==> config.mk <==
export PLATFORM = sky130hd
export DESIGN_NAME = decode_stage
export DESIGN_NICKNAME = d
export VERILOG_FILES = /design/src/riscv_ctrl_pkg.sv /design/src/decode_stage.sv /design/src/control_decode.sv /design/src/system_decode.sv /design/src/mem_branch_decode.sv /design/src/alu_op_decode.sv
export SDC_FILE = /design/constraint.sdc
export NUM_CORES = 1
export LEC_CHECK = 0
export ABC_AREA = 1
export BUFFER_PORTS_ARGS = -buffer_cell sky130_fd_sc_hd__buf_2
export CAP_MARGIN = 20
export CORE_AREA = 5 5 64 60
export DETAILED_ROUTE_END_ITERATION = 7
export DIE_AREA = 0 0 69 65
export PLACE_DENSITY = 0.83
export SETUP_SLACK_MARGIN = 0.3
export SYNTH_ARGS = -nofsm -noshare
export SYNTH_HDL_FRONTEND = slang
export SYNTH_SLANG_ARGS = --single-unit
==> constraint.sdc <==
create_clock -name clk -period 2.63 [get_ports clk]
set_input_delay 0.3945 -clock clk [delete_from_list [all_inputs] [get_ports clk]]
set_output_delay 0.3945 -clock clk [all_outputs]
set_load 0.005 [all_outputs]
==> src/riscv_ctrl_pkg.sv <==
`default_nettype none

package riscv_ctrl_pkg;

    localparam int XLEN     = 64;
    localparam int INSTR_W  = 32;
    localparam int OPCODE_W = 7;
    localparam int FUNCT3_W = 3;
    localparam int FUNCT7_W = 7;

    // shamt is 6 bits on rv64, so immediate shifts lend instr[25] to it
    localparam int SHAMT_W = $clog2(XLEN);
    localparam logic [FUNCT7_W-1:0] F7_SHAMT_MASK = 7'h7f << (SHAMT_W - 5);

    typedef enum logic [OPCODE_W-1:0] {
        OPC_OP        = 7'b0110011,
        OPC_OP_32     = 7'b0111011,
        OPC_OP_IMM    = 7'b0010011,
        OPC_OP_IMM_32 = 7'b0011011,
        OPC_LOAD      = 7'b0000011,
        OPC_STORE     = 7'b0100011,
        OPC_BRANCH    = 7'b1100011,
        OPC_JAL       = 7'b1101111,
        OPC_JALR      = 7'b1100111,
        OPC_LUI       = 7'b0110111,
        OPC_AUIPC     = 7'b0010111,
        OPC_SYSTEM    = 7'b1110011
    } opcode_e;

    typedef enum logic [3:0] {
        ALU_ADD    = 4'd0,
        ALU_SUB    = 4'd1,
        ALU_SLL    = 4'd2,
        ALU_SLT    = 4'd3,
        ALU_SLTU   = 4'd4,
        ALU_XOR    = 4'd5,
        ALU_SRL    = 4'd6,
        ALU_SRA    = 4'd7,
        ALU_OR     = 4'd8,
        ALU_AND    = 4'd9,
        ALU_JALR   = 4'd10,
        ALU_COPY_B = 4'd11
    } alu_op_e;

    // arithmetic
    localparam logic [FUNCT3_W-1:0] F3_ADD_SUB = 3'b000;
    localparam logic [FUNCT3_W-1:0] F3_SLL     = 3'b001;
    localparam logic [FUNCT3_W-1:0] F3_SLT     = 3'b010;
    localparam logic [FUNCT3_W-1:0] F3_SLTU    = 3'b011;
    localparam logic [FUNCT3_W-1:0] F3_XOR     = 3'b100;
    localparam logic [FUNCT3_W-1:0] F3_SRL_SRA = 3'b101;
    localparam logic [FUNCT3_W-1:0] F3_OR      = 3'b110;
    localparam logic [FUNCT3_W-1:0] F3_AND     = 3'b111;

    // branches
    localparam logic [FUNCT3_W-1:0] F3_BEQ  = 3'b000;
    localparam logic [FUNCT3_W-1:0] F3_BNE  = 3'b001;
    localparam logic [FUNCT3_W-1:0] F3_BLT  = 3'b100;
    localparam logic [FUNCT3_W-1:0] F3_BGE  = 3'b101;
    localparam logic [FUNCT3_W-1:0] F3_BLTU = 3'b110;
    localparam logic [FUNCT3_W-1:0] F3_BGEU = 3'b111;

    // loads and stores
    localparam logic [FUNCT3_W-1:0] F3_LB  = 3'b000;
    localparam logic [FUNCT3_W-1:0] F3_LH  = 3'b001;
    localparam logic [FUNCT3_W-1:0] F3_LW  = 3'b010;
    localparam logic [FUNCT3_W-1:0] F3_LD  = 3'b011;
    localparam logic [FUNCT3_W-1:0] F3_LBU = 3'b100;
    localparam logic [FUNCT3_W-1:0] F3_LHU = 3'b101;
    localparam logic [FUNCT3_W-1:0] F3_LWU = 3'b110;
    localparam logic [FUNCT3_W-1:0] F3_SB  = 3'b000;
    localparam logic [FUNCT3_W-1:0] F3_SH  = 3'b001;
    localparam logic [FUNCT3_W-1:0] F3_SW  = 3'b010;
    localparam logic [FUNCT3_W-1:0] F3_SD  = 3'b011;

    // system
    localparam logic [FUNCT3_W-1:0] F3_PRIV   = 3'b000;
    localparam logic [FUNCT3_W-1:0] F3_CSRRW  = 3'b001;
    localparam logic [FUNCT3_W-1:0] F3_CSRRS  = 3'b010;
    localparam logic [FUNCT3_W-1:0] F3_CSRRC  = 3'b011;
    localparam logic [FUNCT3_W-1:0] F3_CSRRWI = 3'b101;
    localparam logic [FUNCT3_W-1:0] F3_CSRRSI = 3'b110;
    localparam logic [FUNCT3_W-1:0] F3_CSRRCI = 3'b111;

    localparam logic [FUNCT7_W-1:0] F7_BASE = 7'b0000000;
    localparam logic [FUNCT7_W-1:0] F7_ALT  = 7'b0100000;
    localparam logic [FUNCT7_W-1:0] F7_MRET = 7'b0011000;

    typedef enum logic [1:0] {A_RS1 = 2'd0, A_PC = 2'd1, A_CSR = 2'd2} a_src_e;

    typedef enum logic [1:0] {B_RS2 = 2'd0, B_IMM = 2'd1, B_RS1 = 2'd2, B_ZIMM = 2'd3} b_src_e;

    typedef enum logic [2:0] {
        CSR_ALU_RES = 3'd0,
        CSR_RS1     = 3'd1,
        CSR_ZIMM    = 3'd2,
        CSR_ZERO    = 3'd3
    } csr_src_e;

    typedef enum logic [1:0] {WB_ALU = 2'd0, WB_MEM = 2'd1, WB_PC_LINK = 2'd2, WB_CSR = 2'd3} wb_src_e;

    typedef enum logic [1:0] {TRAP_NONE = 2'd0, TRAP_ECALL = 2'd1, TRAP_MRET = 2'd3} trap_e;

    typedef enum logic [3:0] {
        BR_NONE = 4'd0,
        BR_JAL  = 4'd1,
        BR_JALR = 4'd2,
        BR_BEQ  = 4'd3,
        BR_BNE  = 4'd4,
        BR_BLT  = 4'd5,
        BR_BGE  = 4'd6,
        BR_BLTU = 4'd7,
        BR_BGEU = 4'd8
    } branch_e;

    typedef enum logic [1:0] {W_BYTE = 2'd0, W_HALF = 2'd1, W_WORD = 2'd2, W_DOUBLE = 2'd3} width_e;

    typedef struct packed {
        logic     mem_read;
        logic     mem_write;
        logic     reg_write;
        wb_src_e  wb_src;
        a_src_e   a_src;
        b_src_e   b_src;
        logic     b_neg;
        alu_op_e  alu_op;
        logic     csr_we;
        csr_src_e csr_src;
        trap_e    trap;
        branch_e  branch;
        width_e   width;
        logic     illegal;
    } ctrl_t;

    localparam ctrl_t CTRL_RESET = '{
        mem_read:  1'b0,
        mem_write: 1'b0,
        reg_write: 1'b0,
        wb_src:    WB_ALU,
        a_src:     A_RS1,
        b_src:     B_RS2,
        b_neg:     1'b0,
        alu_op:    ALU_ADD,
        csr_we:    1'b0,
        csr_src:   CSR_ALU_RES,
        trap:      TRAP_NONE,
        branch:    BR_NONE,
        width:     W_BYTE,
        illegal:   1'b0
    };

endpackage

`default_nettype wire
==> src/decode_stage.sv <==
`timescale 1ns/1ps
`default_nettype none

module decode_stage
    import riscv_ctrl_pkg::*;
(
    input  logic               clk,
    input  logic               rst,
    input  logic               instr_valid,
    input  logic [INSTR_W-1:0] instr,
    output logic               ctrl_valid,
    output ctrl_t              ctrl
);

    ctrl_t ctrl_next;

    control_decode u_control_decode (
        .instr (instr),
        .ctrl  (ctrl_next)
    );

    // id boundary register, the word holds while no instruction arrives
    always_ff @(posedge clk) begin
        if (rst) begin
            ctrl_valid <= 1'b0;
            ctrl       <= CTRL_RESET;
        end else begin
            ctrl_valid <= instr_valid;
            if (instr_valid) begin
                ctrl <= ctrl_next;
            end
        end
    end

endmodule

`default_nettype wire

==> src/control_decode.sv <==
`timescale 1ns/1ps
`default_nettype none

module control_decode
    import riscv_ctrl_pkg::*;
(
    input  logic [INSTR_W-1:0] instr,
    output ctrl_t              ctrl
);

    opcode_e             op_class;
    logic [FUNCT3_W-1:0] funct3;
    logic [FUNCT7_W-1:0] funct7;
    alu_op_e             alu_op;
    logic                alu_legal;
    width_e              mem_width;
    branch_e             mem_branch;
    logic                mem_legal;
    ctrl_t               sys;
    logic                sys_legal;
    logic                known;
    logic                sub_legal;

    assign op_class = opcode_e'(instr[OPCODE_W-1:0]);
    assign funct3   = instr[14:12];
    assign funct7   = instr[31:25];

    alu_op_decode u_alu_op_decode (
        .op_class (op_class),
        .funct3   (funct3),
        .funct7   (funct7),
        .alu_op   (alu_op),
        .legal    (alu_legal)
    );

    mem_branch_decode u_mem_branch_decode (
        .op_class (op_class),
        .funct3   (funct3),
        .width    (mem_width),
        .branch   (mem_branch),
        .legal    (mem_legal)
    );

    system_decode u_system_decode (
        .funct3 (funct3),
        .funct7 (funct7),
        .sys    (sys),
        .legal  (sys_legal)
    );

    always_comb begin
        ctrl      = CTRL_RESET;
        known     = 1'b1;
        sub_legal = 1'b1;
        case (op_class)
            OPC_OP, OPC_OP_32, OPC_OP_IMM, OPC_OP_IMM_32: begin
                ctrl.reg_write = 1'b1;
                ctrl.alu_op    = alu_op;
                ctrl.b_src     = (op_class == OPC_OP || op_class == OPC_OP_32) ? B_RS2 : B_IMM;
                ctrl.width     = (op_class == OPC_OP || op_class == OPC_OP_IMM) ? W_DOUBLE : W_WORD;
                sub_legal      = alu_legal;
            end
            OPC_LOAD: begin
                ctrl.mem_read  = 1'b1;
                ctrl.reg_write = 1'b1;
                ctrl.wb_src    = WB_MEM;
                ctrl.b_src     = B_IMM;
                ctrl.width     = mem_width;
                sub_legal      = mem_legal;
            end
            OPC_STORE: begin
                ctrl.mem_write = 1'b1;
                ctrl.b_src     = B_IMM;
                ctrl.width     = mem_width;
                sub_legal      = mem_legal;
            end
            OPC_BRANCH: begin
                ctrl.branch = mem_branch;
                ctrl.width  = W_DOUBLE;
                sub_legal   = mem_legal;
            end
            OPC_JAL: begin
                ctrl.reg_write = 1'b1;
                ctrl.wb_src    = WB_PC_LINK;
                ctrl.branch    = BR_JAL;
                ctrl.width     = W_DOUBLE;
            end
            OPC_JALR: begin
                ctrl.reg_write = 1'b1;
                ctrl.wb_src    = WB_PC_LINK;
                ctrl.b_src     = B_IMM;
                ctrl.alu_op    = ALU_JALR;
                ctrl.branch    = BR_JALR;
                ctrl.width     = W_DOUBLE;
            end
            OPC_LUI: begin
                ctrl.reg_write = 1'b1;
                ctrl.b_src     = B_IMM;
                ctrl.alu_op    = ALU_COPY_B;
                ctrl.width     = W_DOUBLE;
            end
            OPC_AUIPC: begin
                ctrl.reg_write = 1'b1;
                ctrl.a_src     = A_PC;
                ctrl.b_src     = B_IMM;
                ctrl.width     = W_DOUBLE;
            end
            OPC_SYSTEM: begin
                ctrl      = sys;
                sub_legal = sys_legal;
            end
            default: begin
                known = 1'b0;
            end
        endcase

        // an illegal instruction must not change any architectural state
        ctrl.illegal = !known || !sub_legal;
        if (ctrl.illegal) begin
            ctrl.mem_read  = 1'b0;
            ctrl.mem_write = 1'b0;
            ctrl.reg_write = 1'b0;
            ctrl.csr_we    = 1'b0;
        end
    end

endmodule

`default_nettype wire

==> src/system_decode.sv <==
`timescale 1ns/1ps
`default_nettype none

module system_decode
    import riscv_ctrl_pkg::*;
(
    input  logic [FUNCT3_W-1:0] funct3,
    input  logic [FUNCT7_W-1:0] funct7,
    output ctrl_t               sys,
    output logic                legal
);

    always_comb begin
        sys           = CTRL_RESET;
        sys.reg_write = 1'b1;
        sys.wb_src    = WB_CSR;
        sys.width     = W_WORD;
        legal         = 1'b1;
        case (funct3)
            F3_PRIV: begin
                // ebreak folds into the ecall trap code
                sys.reg_write = 1'b0;
                sys.trap      = (funct7 == F7_MRET) ? TRAP_MRET : TRAP_ECALL;
            end
            F3_CSRRW: begin
                sys.csr_we  = 1'b1;
                sys.csr_src = CSR_ZIMM;
                sys.alu_op  = ALU_ADD;
                sys.b_src   = B_RS1;
            end
            F3_CSRRWI: begin
                sys.csr_we  = 1'b1;
                sys.csr_src = CSR_ZIMM;
                sys.alu_op  = ALU_ADD;
                sys.b_src   = B_RS2;
            end
            F3_CSRRS: begin
                sys.csr_we = 1'b1;
                sys.alu_op = ALU_OR;
                sys.a_src  = A_CSR;
                sys.b_src  = B_RS1;
            end
            F3_CSRRSI: begin
                sys.csr_we = 1'b1;
                sys.alu_op = ALU_OR;
                sys.a_src  = A_CSR;
                sys.b_src  = B_ZIMM;
            end
            // clear forms AND the csr with the inverted operand
            F3_CSRRC: begin
                sys.csr_we = 1'b1;
                sys.alu_op = ALU_AND;
                sys.a_src  = A_CSR;
                sys.b_src  = B_RS1;
                sys.b_neg  = 1'b1;
            end
            F3_CSRRCI: begin
                sys.csr_we = 1'b1;
                sys.alu_op = ALU_AND;
                sys.a_src  = A_CSR;
                sys.b_src  = B_ZIMM;
                sys.b_neg  = 1'b1;
            end
            default: begin
                legal = 1'b0;
            end
        endcase
    end

endmodule

`default_nettype wire

==> src/mem_branch_decode.sv <==
`timescale 1ns/1ps
`default_nettype none

module mem_branch_decode
    import riscv_ctrl_pkg::*;
(
    input  opcode_e             op_class,
    input  logic [FUNCT3_W-1:0] funct3,
    output width_e              width,
    output branch_e             branch,
    output logic                legal
);

    always_comb begin
        width  = W_BYTE;
        branch = BR_NONE;
        legal  = 1'b1;
        case (op_class)
            OPC_LOAD: begin
                // unsigned loads share the signed access width
                case (funct3)
                    F3_LB, F3_LBU: width = W_BYTE;
                    F3_LH, F3_LHU: width = W_HALF;
                    F3_LW, F3_LWU: width = W_WORD;
                    F3_LD:         width = W_DOUBLE;
                    default:       legal = 1'b0;
                endcase
            end
            OPC_STORE: begin
                case (funct3)
                    F3_SB:   width = W_BYTE;
                    F3_SH:   width = W_HALF;
                    F3_SW:   width = W_WORD;
                    F3_SD:   width = W_DOUBLE;
                    default: legal = 1'b0;
                endcase
            end
            OPC_BRANCH: begin
                case (funct3)
                    F3_BEQ:  branch = BR_BEQ;
                    F3_BNE:  branch = BR_BNE;
                    F3_BLT:  branch = BR_BLT;
                    F3_BGE:  branch = BR_BGE;
                    F3_BLTU: branch = BR_BLTU;
                    F3_BGEU: branch = BR_BGEU;
                    default: legal = 1'b0;
                endcase
            end
            default: begin
                legal = 1'b1;
            end
        endcase
    end

endmodule

`default_nettype wire

==> src/alu_op_decode.sv <==
`timescale 1ns/1ps
`default_nettype none

module alu_op_decode
    import riscv_ctrl_pkg::*;
(
    input  opcode_e             op_class,
    input  logic [FUNCT3_W-1:0] funct3,
    input  logic [FUNCT7_W-1:0] funct7,
    output alu_op_e             alu_op,
    output logic                legal
);

    logic                reg_form;
    logic                word_form;
    logic [FUNCT7_W-1:0] f7_chk;
    logic                f7_base;
    logic                f7_alt;

    assign reg_form  = (op_class == OPC_OP) || (op_class == OPC_OP_32);
    assign word_form = (op_class == OPC_OP_32) || (op_class == OPC_OP_IMM_32);

    // low funct7 bit is shamt[5] for the 64-bit immediate shifts
    assign f7_chk  = (op_class == OPC_OP_IMM) ? (funct7 & F7_SHAMT_MASK) : funct7;
    assign f7_base = (f7_chk == F7_BASE);
    assign f7_alt  = (f7_chk == F7_ALT);

    always_comb begin
        alu_op = ALU_ADD;
        legal  = 1'b1;
        case (funct3)
            F3_ADD_SUB: begin
                // addi has no sub form, its funct7 bits are immediate
                if (reg_form && f7_alt) begin
                    alu_op = ALU_SUB;
                end
                legal = !reg_form || f7_base || f7_alt;
            end
            F3_SLL: begin
                alu_op = ALU_SLL;
                legal  = f7_base;
            end
            F3_SLT: begin
                alu_op = ALU_SLT;
                legal  = !reg_form || f7_base;
            end
            F3_SLTU: begin
                alu_op = ALU_SLTU;
                legal  = !reg_form || f7_base;
            end
            F3_XOR: begin
                alu_op = ALU_XOR;
                legal  = !word_form && (!reg_form || f7_base);
            end
            F3_SRL_SRA: begin
                alu_op = f7_alt ? ALU_SRA : ALU_SRL;
                legal  = f7_base || f7_alt;
            end
            F3_OR: begin
                alu_op = ALU_OR;
                legal  = !word_form && (!reg_form || f7_base);
            end
            F3_AND: begin
                alu_op = ALU_AND;
                legal  = !word_form && (!reg_form || f7_base);
            end
            default: begin
                legal = 1'b0;
            end
        endcase
    end

endmodule

`default_nettype wire

Word level (Yosys, flattened, before mapping) --
Index checks and enable logic that the tools add are counted.
Cells by class: add/sub/neg operators 0, multiply operators 0, divide/modulo/power cells 0, magnitude comparators 0, eq/ne operators 21, shift-type cells 0, multiplexer cells 39, bitwise gates (word level) 0, reduce and logical (&&, ||, !) cells 35
Operators by type and width (number):
- 7-bit by 6-bit equality test with 1-bit output, second input constant | 5
- 4-bit one-hot mux with 8 select lines | 1
- 7-bit by 5-bit equality test with 1-bit output, second input constant | 4
- 7-bit equality test, second input constant | 4
- 2-bit one-hot mux with 3 select lines | 4
- 4-bit one-hot mux with 6 select lines | 1
- 1-bit 2-to-1 mux | 16
- 4-bit one-hot mux with 4 select lines | 1
- 5-bit one-hot mux with 3 select lines | 1
- 2-bit OR reduction | 7
- 7-bit OR reduction | 2
- 3-bit equality test, second input constant | 4
- 4-bit one-hot mux with 3 select lines | 1
- 12-bit OR reduction | 1
- 4-bit OR reduction | 3
- 2-bit 2-to-1 mux | 5
- 5-bit OR reduction | 2
- 3-bit OR reduction | 3
- 9-bit OR reduction | 1
- 2-bit one-hot mux with 2 select lines | 2
- 2-bit one-hot mux with 4 select lines | 1
- 7-bit by 2-bit equality test with 1-bit output, second input constant | 1
- 7-bit logical NOT | 1
- 1-bit logical OR | 7
- other kinds (11) | 17
Storage, ports and cells: flip-flop bits (word level) 28, latch bits 0, RAM bits 0, ROM bits 0, input bits 35, output and inout port bits 28, word-level logic and storage cells 110, memories 0

Longest topological paths before layout --
word-level depth 10, gate-level depth with buffers 12, gate-level depth less buffers 12

Modules after synthesis --
A second synthesis with hierarchy kept.
Unflattened totals: cells, all modules 441, area total of the unflattened synthesis 2681.3 um^2
Modules (own cells, without submodules):
- decode_stage | times used 1, cells an instance 174, area an instance 1401.3 um^2, seq. area each 560.5 um^2
- control_decode | times used 1, cells an instance 122, area an instance 581.8 um^2, seq. area each 0.0 um^2
- system_decode | times used 1, cells an instance 46, area an instance 254.0 um^2, seq. area each 0.0 um^2
- alu_op_decode | times used 1, cells an instance 53, area an instance 237.7 um^2, seq. area each 0.0 um^2
- mem_branch_decode | times used 1, cells an instance 46, area an instance 206.4 um^2, seq. area each 0.0 um^2

Worst setup path after synthesis --
Ideal clock, no wire load.
path kind input-to-reg, start point input instr[1], end point register ctrl[0] in the netlist's numbering, setup time 112 ps, arrival 1213 ps, required time 2518 ps, setup slack 1305 ps, cell stages on the path 11, buffers on the path 0, cells stage by stage nand2_2 > inv_1 > nand2_1 > nor2_1 > nand2_1 > nand2_1 > nand2_1 > nand3_1 > nand2_2 > nand2_1 > nand2_1
Between the ends: word-level cells in the longest chain between the ends 9, elaborated cells on any way between the ends 33, classes of those cells eq/ne: 13; mux: 5; reduce/logical: 15
Ends and longest elaborated chain:
- start: declaration | RTL line decode_stage.sv:10 | input logic [INSTR_W-1:0] instr,
- 7-bit by 5-bit equality test with 1-bit output, or another cell as far along | RTL line control_decode.sv:55, alu_op_decode.sv:24
- 1-bit 2-to-1 mux or 1-bit logical OR (tied branches) | RTL line alu_op_decode.sv:24, alu_op_decode.sv:20
- 7-bit logical NOT or 1-bit logical NOT (tied branches)
- 1-bit logical OR
- 1-bit logical AND or 1-bit logical OR (tied branches)
- 1-bit one-hot mux with 5 select lines | RTL line alu_op_decode.sv:31 | case (funct3)
- 1-bit one-hot mux with 3 select lines | RTL line control_decode.sv:55 | case (op_class)
- 1-bit logical NOT | RTL line control_decode.sv:118 | ctrl.illegal = !known || !sub_legal;
- 1-bit logical OR (*) | RTL line control_decode.sv:118
- end signal: assignment | RTL line decode_stage.sv:30 | ctrl <= ctrl_next;
- end: declaration | RTL line decode_stage.sv:12 | output ctrl_t ctrl
Every way passes the cells marked *; elsewhere a longest branch is shown, timed or not. A chain may end at the register's enable or synchronous reset.

Worst setup path after layout --
start point input instr[6], end point register ctrl[0] in the netlist's numbering
Same word-level chain as after synthesis.

==> results.cfg <==
[worst_setup_path]
path_class = input port to flip-flop
cpLargestDelayFamily = simple AND/OR/NAND/NOR gates
start_kind = input port
path_cells = buf_2, inv_2, nand2_2, nor2_2, nand2_1, nand2_1, nand3_1, nand2_1, nand2_1, nand3_1, nand2_2, nand2_1, nand2_1
critPathMaxFanout = 7
reg2reg_slack_ns = 1.79
critPathArrivalTime_ns = 1.58
crit_required_ns = 2.86
path_buf_inv = 2
cpMaxStageDelayCell = buf_2
critical-path-max-stage-delay_ns = 0.15
endpoint_kind = flip-flop
crit_top_cell = nand2_1

[floorplanning]
core_um2 = 3200
rows = 20
die-area_um2 = 4490
initial_utilization = 0.486
io_pins = 63
fp.dieH_um = 65
die_w_um = 69

[clock_tree]
cts-htree-levels = 1
cts_hold_buf = 0
cts_tree = yes
post-cts-setup-buffer-count = 0
root_buffer = clkbuf_4
path_clk_slew_ns = 0.13
clock_sinks = 26
cts.repair.resized = 0
max-clock-path-buffers = 2
numCtsBuffers = 3
worstSkewPairLatency_ns = 0.32

[job]
cap_violations = 0

[timing]
period_share = 0.513
setup_tns_ns = 0
grt_setup_unrepaired = false
final_max_slew_viol_count = 0
period_needed_ns = 1.35
finalClockSkew_ns = 0
hold_viol = 0
timing.fmax_mhz = 741
setup_viol = 0

[yosys]
synthTopCellsByCount = nand2_1, dfxtp_1, nor2_1, inv_1, nand3_1
ys_warn_count = 0
ys_ff_latch = 26
yosysSeqAreaShare = 0.334
synth_edf_count = 0
yosys-top-cells-area = dfxtp_1, nand2_1, nor2_1
synth_cells = 236
synth.avg_cell_area_um2 = 6.60
synth_area_leader_cell = dfxtp_1
syn_area_um2 = 1560
synth_cell_types = 33
synth_async_sr_flop_share = 0
yosysMostFrequentCell = nand2_1
yosysTopAreaCellShare = 0.334
synth_ff_type = dfxtp_1

[place]
place_area_um2 = 1800
dpl.cell_count = 319
portBuffers = 45
hpwl_um = 3430
gp_congestion = 1.00

[pwr]
power.density_nw_per_um2 = 391
power_uw = 720
leakagePower_nw = 0.949
peakVddDrop_uv = 312

[global_route]
overflow = 0
grt_max_degree = 18
grtUsageTotal = 0.192
grt_pass1_wl_um = 7060
grt_pass1_vias = 1547
antenna_found_initial = 0

[routing]
drc = 0
post_drt_via_cell_ratio = 5.23
dr.pass1.iters = 4
vias = 1688
routed_wl_um = 4270
drt-wirelength-per-cell_um = 13.2
antenna_left = 0
drtIter0Drc = 88

[cells_and_area]
final_nets = 315
syn2layout_area_growth_pct = 18.2
regArea_um2 = 520
n_antenna_cell = 0
postLayoutCoreUtil = 0.575
design_area_um2 = 1840
instances_no_fill = 323
multi_input_area_um2 = 887
fillers = 338
drive_above_1_share = 0.272

[worst_hold_path]
hold_path_class = input port to flip-flop

[outcome]
outcome = completed
==> placed cells by master (no fill, tap or decap) <==
cell type	count
clkbuf_4	3
o22ai_1	1
buf_4	1
clkinv_1	1
nor4_1	1
o21ai_0	13
o2111ai_1	1
clkbuf_8	1
inv_1	22
nor2_4	4
a21boi_0	1
nand3_2	3
inv_2	6
o31ai_1	2
buf_2	45
o211ai_1	3
nand4_1	2
nand3b_1	1
nor3_1	5
nand2_2	5
nand3_1	19
o21ai_1	4
a31oi_1	1
nand2_4	1
nor2_2	3
nor2_1	26
a21oi_2	2
a41oi_1	1
nand2_1	57
dfxtp_1	26
a32o_1	5
a21oi_1	9
conb_1	2
or2_2	2
==> path summary, 6_finish.rpt <==
kind / endpoint / cells after the start / start
worst max-delay path: ctrl[0] / 13 / instr[6]
worst max register to register: ctrl[24] / 3 / ctrl[24]
worst min-delay path: ctrl[7] / 2 / rst
worst min register to register: ctrl[10] / 2 / ctrl[10]
==> flip-flops by register name (all words and copies together), names as in the netlist <==
| register | flops |
|---|---|
| ctrl_valid | 1 |
| ctrl | 25 |
==> layer usage <==
layer	track usage	up-vias	routed length, µm
li1	-	866	-
met1	0.250	754	2010
met2	0.312	60	1920
met3	0.0574	8	286
met4	0.0488	0	53
met5	0	-	0
==> power by group <==
group | switching, mW | total [mW] | leakage, nW | internal (mW)
Clock | 0.112 | 0.197 | 0.0210 | 0.0848
Combinational | 0.0822 | 0.120 | 0.718 | 0.0381
Sequential | 0.00277 | 0.403 | 0.211 | 0.401
Total | 0.197 | 0.720 | 0.949 | 0.524
==> stage by stage <==
step                worst slack, ns  hold slack, ns
floorplan                      1.30           0.448
global placement              0.905           0.431
detailed placement            0.951           0.438
CTS                            1.30           0.382
global route                   1.15           0.385
finish                         1.28           0.393
==> kinds of logic (layout without fill, tap and decap cells) <==
family,after synthesis,in the layout,synth area share
and+or+nand+nor,129,129,0.390
AOI/OAI and AO/OA,43,43,0.175
buffers and inverters,37,79,0.0981
DFF,26,26,0.334
other,1,2,0.00241
==> worst register-to-register path: stages (launching register included) <==
cell and delay, ns:
dfxtp_1 0.33, or2_2 0.27, nand3_1 0.10, a21oi_2 0.04
==> layout make-up <==
class                           instances  share of cell area
Inverter                               29              0.0591
Clock buffer                            4              0.0197
Tap cell                               44              0.0299
Multi-Input combinational cell        174               0.482
Sequential cell                        26               0.283
Timing Repair Buffer                   46               0.126
No activity file was read; power rests on OpenSTA's default activity.
